File: src/design/eeprom_pkg.sv
package eeprom_pkg;

    // operations the bit engine understands
    // a start issued with SCL still high after a byte is a repeated start
    typedef enum logic [1:0]
    {
        CMD_START = 2'd0,
        CMD_STOP  = 2'd1,
        CMD_WRITE = 2'd2, // byte out, ack sampled
        CMD_READ  = 2'd3  // byte in, ack or nack driven
    } bit_cmd_t;

    // transaction sequencer states
    typedef enum logic [3:0]
    {
        ST_IDLE    = 4'd0,
        ST_START   = 4'd1,
        ST_CTRL_W  = 4'd2, // control byte, write direction
        ST_ADDR    = 4'd3, // low eight address bits
        ST_DATA    = 4'd4,
        ST_RESTART = 4'd5,
        ST_CTRL_R  = 4'd6, // control byte, read direction
        ST_READ    = 4'd7,
        ST_STOP    = 4'd8,
        ST_RESP    = 4'd9  // response held for the host
    } seq_state_t;

    // 24C16 style device code, sits above a[10:8] and the r/w bit
    localparam logic [3:0] DEVICE_CODE = 4'b1010;

endpackage

File: src/design/eeprom_ctrl_top.sv
module eeprom_ctrl_top
    import eeprom_pkg::*;
#(
    parameter int CLK_DIV = 4  // clk cycles per quarter scl period
)
(
    input  logic        CLK,
    input  logic        RESET,
    input  logic        req_valid,
    input  logic        req_write,
    input  logic [10:0] req_addr,
    input  logic [7:0]  req_wdata,
    input  logic        rsp_ready,
    input  logic        sda_in,
    output logic        req_ready,
    output logic        rsp_valid,
    output logic [7:0]  rsp_rdata,
    output logic        rsp_nack,
    output logic        scl,
    output logic        sda_low
);

    logic       cmd_valid;
    logic       cmd_ready;
    bit_cmd_t   cmd_op;
    logic [7:0] cmd_byte;
    logic       cmd_last;
    logic       done;
    logic [7:0] rx_byte;
    logic       ack_in;

    eeprom_sequencer u_seq
    (
        .CLK       (CLK),
        .RESET     (RESET),
        .req_valid (req_valid),
        .req_write (req_write),
        .req_addr  (req_addr),
        .req_wdata (req_wdata),
        .rsp_ready (rsp_ready),
        .cmd_ready (cmd_ready),
        .done      (done),
        .rx_byte   (rx_byte),
        .ack_in    (ack_in),
        .req_ready (req_ready),
        .rsp_valid (rsp_valid),
        .rsp_rdata (rsp_rdata),
        .rsp_nack  (rsp_nack),
        .cmd_valid (cmd_valid),
        .cmd_op    (cmd_op),
        .cmd_byte  (cmd_byte),
        .cmd_last  (cmd_last)
    );

    i2c_bit_engine #(.CLK_DIV(CLK_DIV)) u_engine
    (
        .CLK       (CLK),
        .RESET     (RESET),
        .cmd_valid (cmd_valid),
        .cmd_op    (cmd_op),
        .cmd_byte  (cmd_byte),
        .cmd_last  (cmd_last),
        .sda_in    (sda_in),
        .cmd_ready (cmd_ready),
        .done      (done),
        .rx_byte   (rx_byte),
        .ack_in    (ack_in),
        .scl       (scl),
        .sda_low   (sda_low)
    );

endmodule

File: src/design/eeprom_sequencer.sv
module eeprom_sequencer
    import eeprom_pkg::*;
(
    input  logic        CLK,
    input  logic        RESET,
    input  logic        req_valid,
    input  logic        req_write,
    input  logic [10:0] req_addr,
    input  logic [7:0]  req_wdata,
    input  logic        rsp_ready,
    input  logic        cmd_ready,
    input  logic        done,
    input  logic [7:0]  rx_byte,
    input  logic        ack_in,
    output logic        req_ready,
    output logic        rsp_valid,
    output logic [7:0]  rsp_rdata,
    output logic        rsp_nack,
    output logic        cmd_valid,
    output bit_cmd_t    cmd_op,
    output logic [7:0]  cmd_byte,
    output logic        cmd_last
);

    seq_state_t  state;
    logic        sent;      // command handed to the engine, waiting for done
    logic        write_q;
    logic        nack_q;
    logic [7:0]  rdata_q;
    logic [10:0] addr_q;
    logic [7:0]  wdata_q;
    logic        slave_nack;

    assign req_ready  = (state == ST_IDLE);
    assign rsp_valid  = (state == ST_RESP);
    assign rsp_rdata  = rdata_q;
    assign rsp_nack   = nack_q;
    assign slave_nack = done && ack_in;

    assign cmd_valid = (state != ST_IDLE) && (state != ST_RESP) && !sent;
    assign cmd_last  = (state == ST_READ);

    always_comb
    begin
        case (state)
            ST_START, ST_RESTART: cmd_op = CMD_START;
            ST_STOP:              cmd_op = CMD_STOP;
            ST_READ:              cmd_op = CMD_READ;
            default:              cmd_op = CMD_WRITE;
        endcase
    end

    // control byte carries a[10:8] as the block select
    always_comb
    begin
        case (state)
            ST_CTRL_W: cmd_byte = {DEVICE_CODE, addr_q[10:8], 1'b0};
            ST_CTRL_R: cmd_byte = {DEVICE_CODE, addr_q[10:8], 1'b1};
            ST_ADDR:   cmd_byte = addr_q[7:0];
            ST_DATA:   cmd_byte = wdata_q;
            default:   cmd_byte = 8'h00;
        endcase
    end

    always_ff @(posedge CLK)
    begin
        if (req_valid && req_ready)
        begin
            addr_q  <= req_addr;
            wdata_q <= req_wdata;
        end
    end

    always_ff @(posedge CLK)
    begin
        if (RESET)
        begin
            state   <= ST_IDLE;
            sent    <= 1'b0;
            write_q <= 1'b0;
            nack_q  <= 1'b0;
            rdata_q <= 8'h00;
        end
        else
        begin
            if (done)
            begin
                sent <= 1'b0;
            end
            else if (cmd_valid && cmd_ready)
            begin
                sent <= 1'b1;
            end

            case (state)
                ST_IDLE:
                begin
                    if (req_valid)
                    begin
                        write_q <= req_write;
                        nack_q  <= 1'b0;
                        rdata_q <= 8'h00;
                        state   <= ST_START;
                    end
                end
                ST_START:
                begin
                    if (done)
                    begin
                        state <= ST_CTRL_W;
                    end
                end
                ST_CTRL_W, ST_ADDR, ST_DATA, ST_CTRL_R:
                begin
                    if (slave_nack)
                    begin
                        nack_q <= 1'b1;  // abort, finish with stop
                        state  <= ST_STOP;
                    end
                    else if (done)
                    begin
                        case (state)
                            ST_CTRL_W: state <= ST_ADDR;
                            ST_ADDR:   state <= write_q ? ST_DATA : ST_RESTART;
                            ST_CTRL_R: state <= ST_READ;
                            default:   state <= ST_STOP;
                        endcase
                    end
                end
                ST_RESTART:
                begin
                    if (done)
                    begin
                        state <= ST_CTRL_R;
                    end
                end
                ST_READ:
                begin
                    if (done)
                    begin
                        rdata_q <= rx_byte;
                        state   <= ST_STOP;
                    end
                end
                ST_STOP:
                begin
                    if (done)
                    begin
                        state <= ST_RESP;
                    end
                end
                ST_RESP:
                begin
                    if (rsp_ready)
                    begin
                        state <= ST_IDLE;
                    end
                end
                default: state <= ST_IDLE;
            endcase
        end
    end

endmodule

File: src/design/i2c_bit_engine.sv
module i2c_bit_engine
    import eeprom_pkg::*;
#(
    parameter int CLK_DIV = 4
)
(
    input  logic       CLK,
    input  logic       RESET,
    input  logic       cmd_valid,
    input  bit_cmd_t   cmd_op,
    input  logic [7:0] cmd_byte,
    input  logic       cmd_last,
    input  logic       sda_in,
    output logic       cmd_ready,
    output logic       done,
    output logic [7:0] rx_byte,
    output logic       ack_in,
    output logic       scl,
    output logic       sda_low
);

    localparam int QW = $clog2(CLK_DIV);
    localparam logic [QW-1:0] Q_LAST = QW'(CLK_DIV - 1);

    logic          busy;
    bit_cmd_t      op_q;
    logic          last_q;   // nack on the ninth bit of a read
    logic [QW-1:0] q_cnt;    // clk cycles inside a quarter
    logic [1:0]    phase;    // quarter of the scl period
    logic [3:0]    bit_cnt;
    logic [7:0]    sreg;

    logic          accept;
    logic          q_end;
    logic          bit_start;
    logic          sample;
    logic          byte_op;
    logic          last_bit;
    logic          ack_bit;

    assign accept    = !busy && cmd_valid;
    assign q_end     = busy && (q_cnt == Q_LAST);
    assign bit_start = busy && (phase == 2'd0) && (q_cnt == '0);  // one clk after scl falls
    assign sample    = busy && (phase == 2'd2) && (q_cnt == '0);  // first clk of scl high
    assign byte_op   = (op_q == CMD_WRITE) || (op_q == CMD_READ);
    assign ack_bit   = (bit_cnt == 4'd8);
    assign last_bit  = byte_op ? ack_bit : (bit_cnt == 4'd0);

    assign cmd_ready = !busy;
    assign rx_byte   = sreg;

    // quarter, phase and bit counters
    always_ff @(posedge CLK)
    begin
        if (RESET)
        begin
            busy    <= 1'b0;
            op_q    <= CMD_START;
            last_q  <= 1'b0;
            q_cnt   <= '0;
            phase   <= 2'd0;
            bit_cnt <= 4'd0;
            done    <= 1'b0;
        end
        else
        begin
            done <= 1'b0;
            if (accept)
            begin
                busy    <= 1'b1;
                op_q    <= cmd_op;
                last_q  <= cmd_last;
                q_cnt   <= '0;
                phase   <= 2'd0;
                bit_cnt <= 4'd0;
            end
            else if (q_end)
            begin
                q_cnt <= '0;
                phase <= phase + 2'd1;  // wraps 3 -> 0
                if (phase == 2'd3)
                begin
                    if (last_bit)
                    begin
                        busy <= 1'b0;
                        done <= 1'b1;
                    end
                    else
                    begin
                        bit_cnt <= bit_cnt + 4'd1;
                    end
                end
            end
            else if (busy)
            begin
                q_cnt <= q_cnt + 1'b1;
            end
        end
    end

    // scl: low in quarters 0 and 1, high in 2 and 3, parked high when idle
    always_ff @(posedge CLK)
    begin
        if (RESET)
        begin
            scl <= 1'b1;
        end
        else if (accept)
        begin
            scl <= 1'b0;
        end
        else if (q_end)
        begin
            if (phase == 2'd1)
            begin
                scl <= 1'b1;
            end
            else if (phase == 2'd3 && !last_bit)
            begin
                scl <= 1'b0;
            end
        end
    end

    // sda pull-low and ack sampling
    always_ff @(posedge CLK)
    begin
        if (RESET)
        begin
            sda_low <= 1'b0;
            ack_in  <= 1'b0;
        end
        else
        begin
            if (bit_start)
            begin
                case (op_q)
                    CMD_START: sda_low <= 1'b0;  // release, line high before the fall
                    CMD_STOP:  sda_low <= 1'b1;
                    CMD_WRITE: sda_low <= ack_bit ? 1'b0 : ~sreg[7];
                    CMD_READ:  sda_low <= ack_bit ? ~last_q : 1'b0;
                    default:   sda_low <= 1'b0;
                endcase
            end
            else if (q_end && phase == 2'd2)
            begin
                // middle of scl high
                if (op_q == CMD_START)
                begin
                    sda_low <= 1'b1;
                end
                else if (op_q == CMD_STOP)
                begin
                    sda_low <= 1'b0;
                end
            end

            if (sample && byte_op && ack_bit)
            begin
                ack_in <= sda_in;  // low means ack
            end
        end
    end

    // shared shift register, msb first both ways
    always_ff @(posedge CLK)
    begin
        if (accept)
        begin
            sreg <= cmd_byte;
        end
        else if (bit_start && op_q == CMD_WRITE && !ack_bit)
        begin
            sreg <= {sreg[6:0], 1'b0};
        end
        else if (sample && op_q == CMD_READ && !ack_bit)
        begin
            sreg <= {sreg[6:0], sda_in};
        end
    end

endmodule

File: config.mk
export PLATFORM = sky130hd
export DESIGN_NAME = eeprom_ctrl_top
export DESIGN_NICKNAME = d
export VERILOG_FILES = /design/src/design/eeprom_pkg.sv /design/src/design/eeprom_ctrl_top.sv /design/src/design/eeprom_sequencer.sv /design/src/design/i2c_bit_engine.sv
export SDC_FILE = /design/constraint.sdc
export NUM_CORES = 1
export LEC_CHECK = 0
export BUFFER_PORTS_ARGS = -buffer_cell sky130_fd_sc_hd__buf_2
export CORE_MARGIN = 3
export CORE_UTILIZATION = 30
export DETAILED_ROUTE_END_ITERATION = 10
export SLEW_MARGIN = 20
export SYNTH_ARGS = -nofsm -noshare
export SYNTH_HDL_FRONTEND = slang
export SYNTH_SLANG_ARGS = --single-unit
File: constraint.sdc
create_clock -name CLK -period 5 [get_ports CLK]
set_input_delay 0.5 -clock CLK [delete_from_list [all_inputs] [get_ports CLK]]
set_output_delay 0.5 -clock CLK [all_outputs]
set_load 0.02 [all_outputs]
# Word-level counts from Yosys, hierarchy flattened
# Cells that the tools add are included.
# totals
register_bits,58
output_inout_bits,13
elab_cells,143
# op_classes
n_addsub,3
eq_ne,26
mux,39
bitwise_logic,5
reduce_logical,52
# ops
cell,count
8-bit 2-to-1 mux,5
4-bit 2-to-1 mux,8
8-bit one-hot mux with 4 select lines,1
4-bit one-hot mux with 7 select lines,1
1-bit 2-to-1 mux,19
1-bit logical AND,18
4-bit by 3-bit == test with 1-bit output (second input constant),4
8-bit one-hot mux with 2 select lines,1
4-bit == test (second input constant),3
4-bit one-hot mux with 3 select lines,1
3-bit AND reduction,4
2-bit nonzero test,6
2-bit == test (second input constant),5
3-bit nonzero test,3
4-bit by 2-bit == test with 1-bit output (second input constant),2
4-bit zero test,2
2-bit by 1-bit != test with 1-bit output (second input constant),4
4-bit OR reduction,2
7-bit AND reduction,1
2-bit zero test,3
2-bit != test (second input constant),3
2-bit one-hot mux with 3 select lines,1
2-bit AND reduction,3
2-bit OR reduction,3
13 further kinds,22

# Depth between registers and ports, before layout
# Gate-level depths: netlist of run 1.
# logic_depth
ltp_word,9
mapped_depth,7
ltp_nobuf,7

# Modules after synthesis
# From an unflattened synthesis of run 1, not the netlist that was laid out.
# unflattened
cells_unflattened,285
area_unflattened_um2,2854.0
# modules_own_cells
module,n_inst,cells_per_inst,area_per_inst_um2
eeprom_sequencer,1,149,1640.3
i2c_bit_engine,1,136,1213.7

# Worst setup path after synthesis of run 1
# OpenSTA, ideal clock, no wires.
# synth_path
path_type,reg2reg
startpoint,register u_seq.state[0]
endpoint,register u_seq.write_q
setup_ns,0.128
arrival_ns,2.149
required_time_ns,4.872
slack_ns,2.723
stages_incl_launch_ff,7
path_buffers,2
period_less_slack_ns,2.277
path_cell_list,dfxtp_1 > buf_6 > buf_4 > nor4_1 > and2_2 > mux2i_1 > nor2_1
# synth_via
elab_chain_cells,2
# synth_lines
item,line,text
from (decl),eeprom_sequencer.sv:25,seq_state_t state;
from (signal assigned),eeprom_sequencer.sv:124,ST_ADDR: state <= write_q ? ST_DATA : ST_RESTART;
4-bit zero test,-,
named net req_ready,eeprom_ctrl_top.sv:15,"output logic req_ready,"
2-bit AND reduction (no source line),-,
to (signal assigned),eeprom_sequencer.sv:100,write_q <= req_write;
to (decl),eeprom_sequencer.sv:27,logic write_q;
# The timed path passes the listed nets, and every way through them passes these cells.
# A chain may end at the register's enable or synchronous reset.

# Worst setup path after layout of run 1
# layout_path
startpoint,register u_seq.state[3]
endpoint,register u_engine.sreg[4] (netlist: u_engine.rx_byte[4]) (enable)
# layout_via
elab_chain_cells,5
elab_cells_between_ends,6
classes_between,eq/ne (1); reduce/logical (5)
# layout_lines
item,line,text
4-bit != test or 4-bit nonzero test (tied branches),eeprom_sequencer.sv:40,assign cmd_valid = (state != ST_IDLE) && (state != ST_RESP) && !sent;
1-bit logical AND * (2 in series),eeprom_sequencer.sv:40,
1-bit logical AND *,i2c_bit_engine.sv:41,assign accept = !busy && cmd_valid;
3-bit nonzero test (no source line) *,-,
to (signal assigned),i2c_bit_engine.sv:170,sreg <= cmd_byte;
to (signal assigned),i2c_bit_engine.sv:174,"sreg <= {sreg[6:0], 1'b0};"
to (signal assigned),i2c_bit_engine.sv:178,"sreg <= {sreg[6:0], sda_in};"
to (decl),i2c_bit_engine.sv:31,logic [7:0] sreg;
# Every way passes the cells marked *; elsewhere a longest branch is shown, timed or not.

==> impl_metrics.csv, run 1 <==
group,metric,value,unit
run_status,outcome,"complete, no violations",
placed_design,place_congestion,0.851,
finish,n_antenna_cell,0,
critical_path,arrival,2.36,ns
pwr,peakVddDrop,0.227,mV
finish,nNetsFinal,342,
flow_run,max-cap-violations,0,
clock_tree,cts_tree,"yes",
synth,netlist_top_cells_area,"edfxtp_1 29%, dfxtp_1 23%, nor2_1 4.9%",
finish,final_core_util,36.0,%
floorplanning,num_rows,34,
floorplanning,start_util,31.2,%
global_routing,antenna_found_initial,0,
synth,synth_top_cell_by_area,"edfxtp_1",
sta,finalCritPeriodShare,47.1,%
sta,worstMarginPinSlew,0.817,ns
placed_design,placedCellCount,406,
finish,n_fill_cell,917,
synth,synthesis.nets,309,
global_routing,grt_max_degree,25,
synth,syn_area_per_cell,9.96,um^2
global_routing,grt_pass1_vias,2089,
global_routing,grt_overflow,0,
drt,vias,2075,
drt,dr.pass1.iters,4,
clock_tree,root_buffer,"clkbuf_8",
sta,fmax,0.425,GHz
synth,synth_edf_count,27,
critical_path,cp_data_required_time,5.00,ns
floorplanning,ios,38,
sta,setup_ws,2.64,ns
synth,syn_inst,276,
critical_path,start_kind,"flip-flop",
global_routing,grt_first_pass_wirelength,9960,um
clock_tree,cts_made_buffers,9,
synth,async_flop_share,0,%
clock_tree,clk_latency,0.34,ns
drt,met1Wirelength,2900,um
critical_path,rrSetupSlack,2.64,ns
finish,ff_latch_area,1430,um^2
clock_tree,htreeDepth,3,
critical_path,critPathKind,"flip-flop to flip-flop",
drt,viasPerCell,4.92,
synth,synth_seq_cells,58,
floorplanning,dieWidth,102,um
placed_design,hpwl,4060,um
finish,drive_above_1_share,20.1,%
clock_tree,post_cts_buffers,0,
clock_tree,clk_pin_slew,0.07,ns
critical_path,worstSetupEndpointType,"flip-flop",
synth,synthFlopType,"dfxtp_1",
sta,rsz0062_at_grt,"no",
finish,stdcell_count,422,
sta,clock_skew,0.00585,ns
drt,drt_iter0_markers,95,
clock_tree,postCtsResizedCells,0,
drt,drt-wirelength-per-cell,13.8,um
sta,setup_viol,0,
drt,routed.top_layer,"met4",
placed_design,io_buffers,37,
drt,wirelength,5830,um
sta,tns,0,ns
sta,relSlewSlack,45.5,%
global_routing,grt_use_total,12.4,%
clock_tree,cts_buffer_depth,2,
sta,hold_viol_final,0,
pwr,powerDensity,533,nW/um^2
sta,fin_crit,2.36,ns
synth,netlist_area,2750,um^2
synth,synth-seq-area-share,52.0,%
drt,wl_met3,361,um
worst_hold_path,hold_path_class,"primary input to flip-flop",
drt,final_antenna_net_count,0,
synth,synth_top_area_share,29.5,%
floorplanning,die_h,102,um
synth,ys_warn_count,0,
floorplanning,core_area,8810,um^2
finish,area_delta_synth_final,15.2,%
pwr,p_leak,1.13,nW
drt,met2_length,2480,um
clock_tree,cts.sinks,58,
drt,drc,0,
synth,post_synth_num_cell_types,51,
finish,multi_input_area,1200,um^2
floorplanning,fp.dieArea,10400,um^2
critical_path,crit_fanout,24,
clock_tree,holdBufCountCts,0,
sta,maxSlewViolCount,0,
placed_design,dpl_worst_slack,2.68,ns
-- cell families (layout without fill, tap and decap cells) --
group	count (synthesis)	count (layout)	share of synthesized area, %
xor gates and xnor gates	8	8	2.55
AOI/OAI and AO/OA	62	62	15.4
muxes	3	3	1.14
and+or+nand+nor	114	114	20.9
buffers and inverters	23	61	4.32
DFF	58	58	52.0
adders and majority gates	8	8	3.64
-- cells in the mapped netlist, types with 4 or more instances --
library cell,count
edfxtp_1,27
nor2b_1,5
inv_1,8
nand2b_1,13
buf_2,5
ha_1,8
nor3_1,11
clkbuf_1,4
o31ai_1,6
xor2_1,4
nand3_1,14
nand2_1,16
xnor2_1,4
o21ai_0,6
nor2_1,36
a21oi_1,24
dfxtp_1,31
nand4_1,4
-- layout make-up --
class / instances / area share (%)
clock inverters: 6 / 1.82
inverters: 8 / 0.948
multi-input cells: 195 / 37.9
well taps: 108 / 4.27
flip-flops and latches: 58 / 45.2
clock buffers: 10 / 4.03
repair buffers: 37 / 5.85
-- through the flow --
step / cell area (um^2) / power (mW) / hold slack [ns]
after floorplan: 2750 / 1.18 / 0.433
after global placement: 2980 / 1.27 / 0.444
after detailed placement: 2980 / 1.29 / 0.446
after CTS: 3170 / 1.71 / 0.313
after global routing: 3170 / 1.81 / 0.313
final: 3170 / 1.69 / 0.334
-- placed cells by master, fill, tap and decap left out, types with 3 or more instances in the layout --
cell / instances
nor2b_1: 5
clkbuf_8: 9
buf_2: 37
o31ai_1: 6
xor2_1: 4
a21oi_1: 24
a22o_1: 3
nand3_1: 14
xnor2_1: 4
dfxtp_1: 31
inv_1: 8
nand2_1: 16
o21ai_0: 6
nand2b_1: 13
nor2_1: 36
a221oi_1: 3
nand3b_1: 3
nand4_1: 4
ha_1: 8
edfxtp_1: 27
a211oi_1: 3
nor3_1: 11
-- worst max-delay path, cell delays in order (launching register included) --
cell	delay [ns]
dfxtp_1	0.85
xnor2_1	0.24
a211o_1	0.56
nand2_1	0.37
-- sequential cells by signal, indices dropped and copies added (netlist names), 2 cells and up --
signal	flops
u_engine.q_cnt	2
u_engine.bit_cnt	4
u_seq.state	4
u_engine.op_q	2
u_seq.rsp_rdata	8
u_engine.phase	2
u_engine.rx_byte	8
u_seq.wdata_q	8
u_seq.addr_q	11
-- report_power, final --
| group | switching [mW] | internal, mW |
|---|---|---|
| sequential | 0.120 | 0.650 |
| clock | 0.187 | 0.226 |
| combinational | 0.307 | 0.199 |
-- final timing paths --
path	from	end	depth (start not counted)
worst max-delay path	u_seq.state[3]	u_engine.rx_byte[4]	3
worst min-delay path	req_addr[2]	u_seq.addr_q[2]	1
worst max register to register	u_seq.state[3]	u_engine.rx_byte[4]	3
worst min register to register	u_engine.last_q	u_engine.last_q	2
-- metal layers --
layer / GRT usage, % / vias up
li1: - / 1060
met1: 16.4 / 966
met2: 18.0 / 42
met3: 4.75 / 7
met4: 5.42 / 0
met5: 0 / -
No activity file was read; power rests on OpenSTA's default activity.
==> run 2, diff against run 1 <==
ABC_AREA = 1   (was default)
clock period = 2.5 ns   (was 5 ns; I/O delays follow)
==> impl_metrics.csv, run 2 <==
group,metric,value,unit
run_status,outcome,"complete, no violations",
floorplanning,dieWidth,102,um
drt,wirelength,5860,um
sta,worstMarginPinSlew,0.707,ns
finish,largest_reg_flops,11,
sta,finalCritPeriodShare,71.9,%
clock_tree,cts.sinks,58,
drt,drt-wirelength-per-cell,12.7,um
pwr,p_int,2.16,mW
critical_path,critPathKind,"flip-flop to flip-flop",
pwr,power,3.46,mW
floorplanning,fp.dieArea,10500,um^2
drt,final_antenna_net_count,0,
sta,hold_viol_final,0,
clock_tree,cts_buffer_depth,2,
global_routing,antenna_found_initial,0,
drt,drt_iter0_markers,96,
finish,mostFrequentLayoutCells,"85 x nand2_1, 37 x buf_2, 31 x dfxtp_1, 27 x edfxtp_1, 23 x inv_1",
clock_tree,clk_pin_slew,0.07,ns
drt,vias,2109,
clock_tree,htreeDepth,3,
synth,synth-seq-area-share,51.5,%
clock_tree,post_cts_buffers,0,
clock_tree,cts_made_buffers,9,
pwr,power_frac_comb,33.4,%
synth,syn_area_per_cell,9.00,um^2
global_routing,grt_max_degree,22,
synth,syn_inst,309,
pwr,peakVddDrop,0.436,mV
finish,top_register,"u_seq.addr_q",
sta,fin_crit,1.80,ns
finish,ff_latch_area,1430,um^2
critical_path,start_kind,"flip-flop",
floorplanning,num_rows,34,
finish,n_antenna_cell,0,
synth,synthTopCellsByCount,"85 x nand2_1, 31 x dfxtp_1, 27 x edfxtp_1",
drt,drc,0,
clock_tree,postCtsResizedCells,0,
critical_path,worstSetupEndpointType,"flip-flop",
sta,holdWs,0.0788,ns
finish,area_delta_synth_final,16.6,%
placed_design,hpwl,4370,um
synth,yosysMostFrequentCell,"nand2_1",
floorplanning,die_h,102,um
synth,netlist_top_cells_area,"edfxtp_1 29%, dfxtp_1 22%, nand2_1 11%",
placed_design,io_buffers,37,
finish,drive_above_1_share,24.2,%
floorplanning,start_util,31.4,%
global_routing,grt_overflow,0,
flow_run,max-cap-violations,0,
finish,nNetsFinal,383,
sta,maxSlewViolCount,0,
sta,clock_skew,0.00775,ns
critical_path,crit_fanout,8,
synth,synth_seq_cells,58,
pwr,p_leak,1.34,nW
placed_design,place_congestion,0.815,
clock_tree,holdBufCountCts,0,
finish,final_core_util,36.6,%
sta,relSlewSlack,52.8,%
synth,synth_top_cell_by_area,"edfxtp_1",
clock_tree,clk_latency,0.34,ns
critical_path,cp_data_required_time,2.47,ns
pwr,p_sw_share,37.5,%
drt,viasPerCell,4.56,
synth,netlist_area,2780,um^2
floorplanning,core_area,8850,um^2
synth,synthesis.nets,342,
synth,ys_warn_count,0,
sta,setup_viol,0,
critical_path,arrival,1.77,ns
synth,synth_top_area_share,29.2,%
pwr,p_clk_share,24.0,%
pwr,power.share.sequential,42.6,%
finish,finalInstanceArea,3240,um^2
pwr,powerDensity,1070,nW/um^2
drt,dr.pass1.iters,4,
finish,layout.cells.most_common,"nand2_1",
sta,tns,0,ns
pwr,p_sw,1.30,mW
finish,n_fill_cell,910,
worst_hold_path,hold_path_class,"primary input to flip-flop",
synth,async_flop_share,0,%
clock_tree,root_buffer,"clkbuf_8",
finish,multi_input_area,1160,um^2
global_routing,grt_first_pass_wirelength,10000,um
global_routing,grt_use_total,12.6,%
global_routing,grt_pass1_vias,2048,
floorplanning,ios,38,
clock_tree,cts_tree,"yes",
synth,synth_edf_count,27,
placed_design,place_area,3040,um^2
sta,fmax,0.556,GHz
synth,synthFlopType,"dfxtp_1",
sta,rsz0062_at_grt,"no",
synth,post_synth_num_cell_types,36,
-- run 2: cell count changes in the layout (fill, tap and decap cells not counted), sizes merged, moves of 5 or more --
cell,change
nand2,+78
inv,+21
nand2b,-13
nand3,+10
nor3,-8
nor2,-7
nor2b,-6
o31ai,-6
nand3b,+5
-- run 2: metal layers --
metal	GRT usage (%)	part of all wire, %
met5	0	0
met4	4.84	1.7
met3	4.30	6.4
met2	19.0	44
met1	16.7	48
-- run 2: worst max-delay path, stage by stage, from the launching register on --
cell,delay [ns]
dfxtp_1,0.34
inv_1,0.11
ha_1,0.18
nand3_1,0.13
o311ai_2,0.67
-- run 2: final timing paths --
check,slack (ns),from,cells past startpoint,to
max,0.70,u_engine.phase[0],4,u_engine.rx_byte[5]
min,0.08,req_addr[8],1,u_seq.addr_q[8]
max reg2reg,0.70,u_engine.phase[0],4,u_engine.rx_byte[5]
min reg2reg,0.46,u_seq.rsp_rdata[5],2,u_seq.rsp_rdata[5]
-- run 2: kinds of logic (layout without fill, tap and decap cells) --
kind of cell,count (synthesis),in the layout,share of synthesized area [%]
AND/OR/NAND/NOR,163,163,29.1
AO/OA/AOI/OAI,38,38,8.15
XOR/XNOR,2,2,0.630
buffers and inverters,40,86,7.02
flip-flops,58,58,51.5
adder cells (fa/ha/maj),8,8,3.60
-- run 2: area by class of cell --
| class | count | area share (%) |
|---|---|---|
| repair buffers | 39 | 6.18 |
| clock buffers | 14 | 5.64 |
| multi-input cells | 211 | 35.8 |
| flip-flops and latches | 58 | 44.2 |
| inverters | 31 | 3.71 |
| well taps | 108 | 4.17 |
| clock inverters | 2 | 0.309 |
-- run 2: power groups by stage --
stage	Combinational (mW)	Clock, mW	Sequential [mW]
final	1.16	0.830	1.48
after global routing	1.31	0.907	1.51
after CTS	1.16	0.847	1.48
after detailed placement	1.15	0	1.50
after global placement	1.13	0	1.49
after floorplan	1.01	0	1.43
-- run 2: metrics by stage --
| step | setup WS (ns) | instances |
|---|---|---|
| after global routing | 0.528 | 463 |
| after detailed placement | 0.324 | 447 |
| after global placement | 0.421 | 447 |
| after CTS | 0.314 | 463 |
| after floorplan | 0.550 | 309 |
| final | 0.702 | 463 |
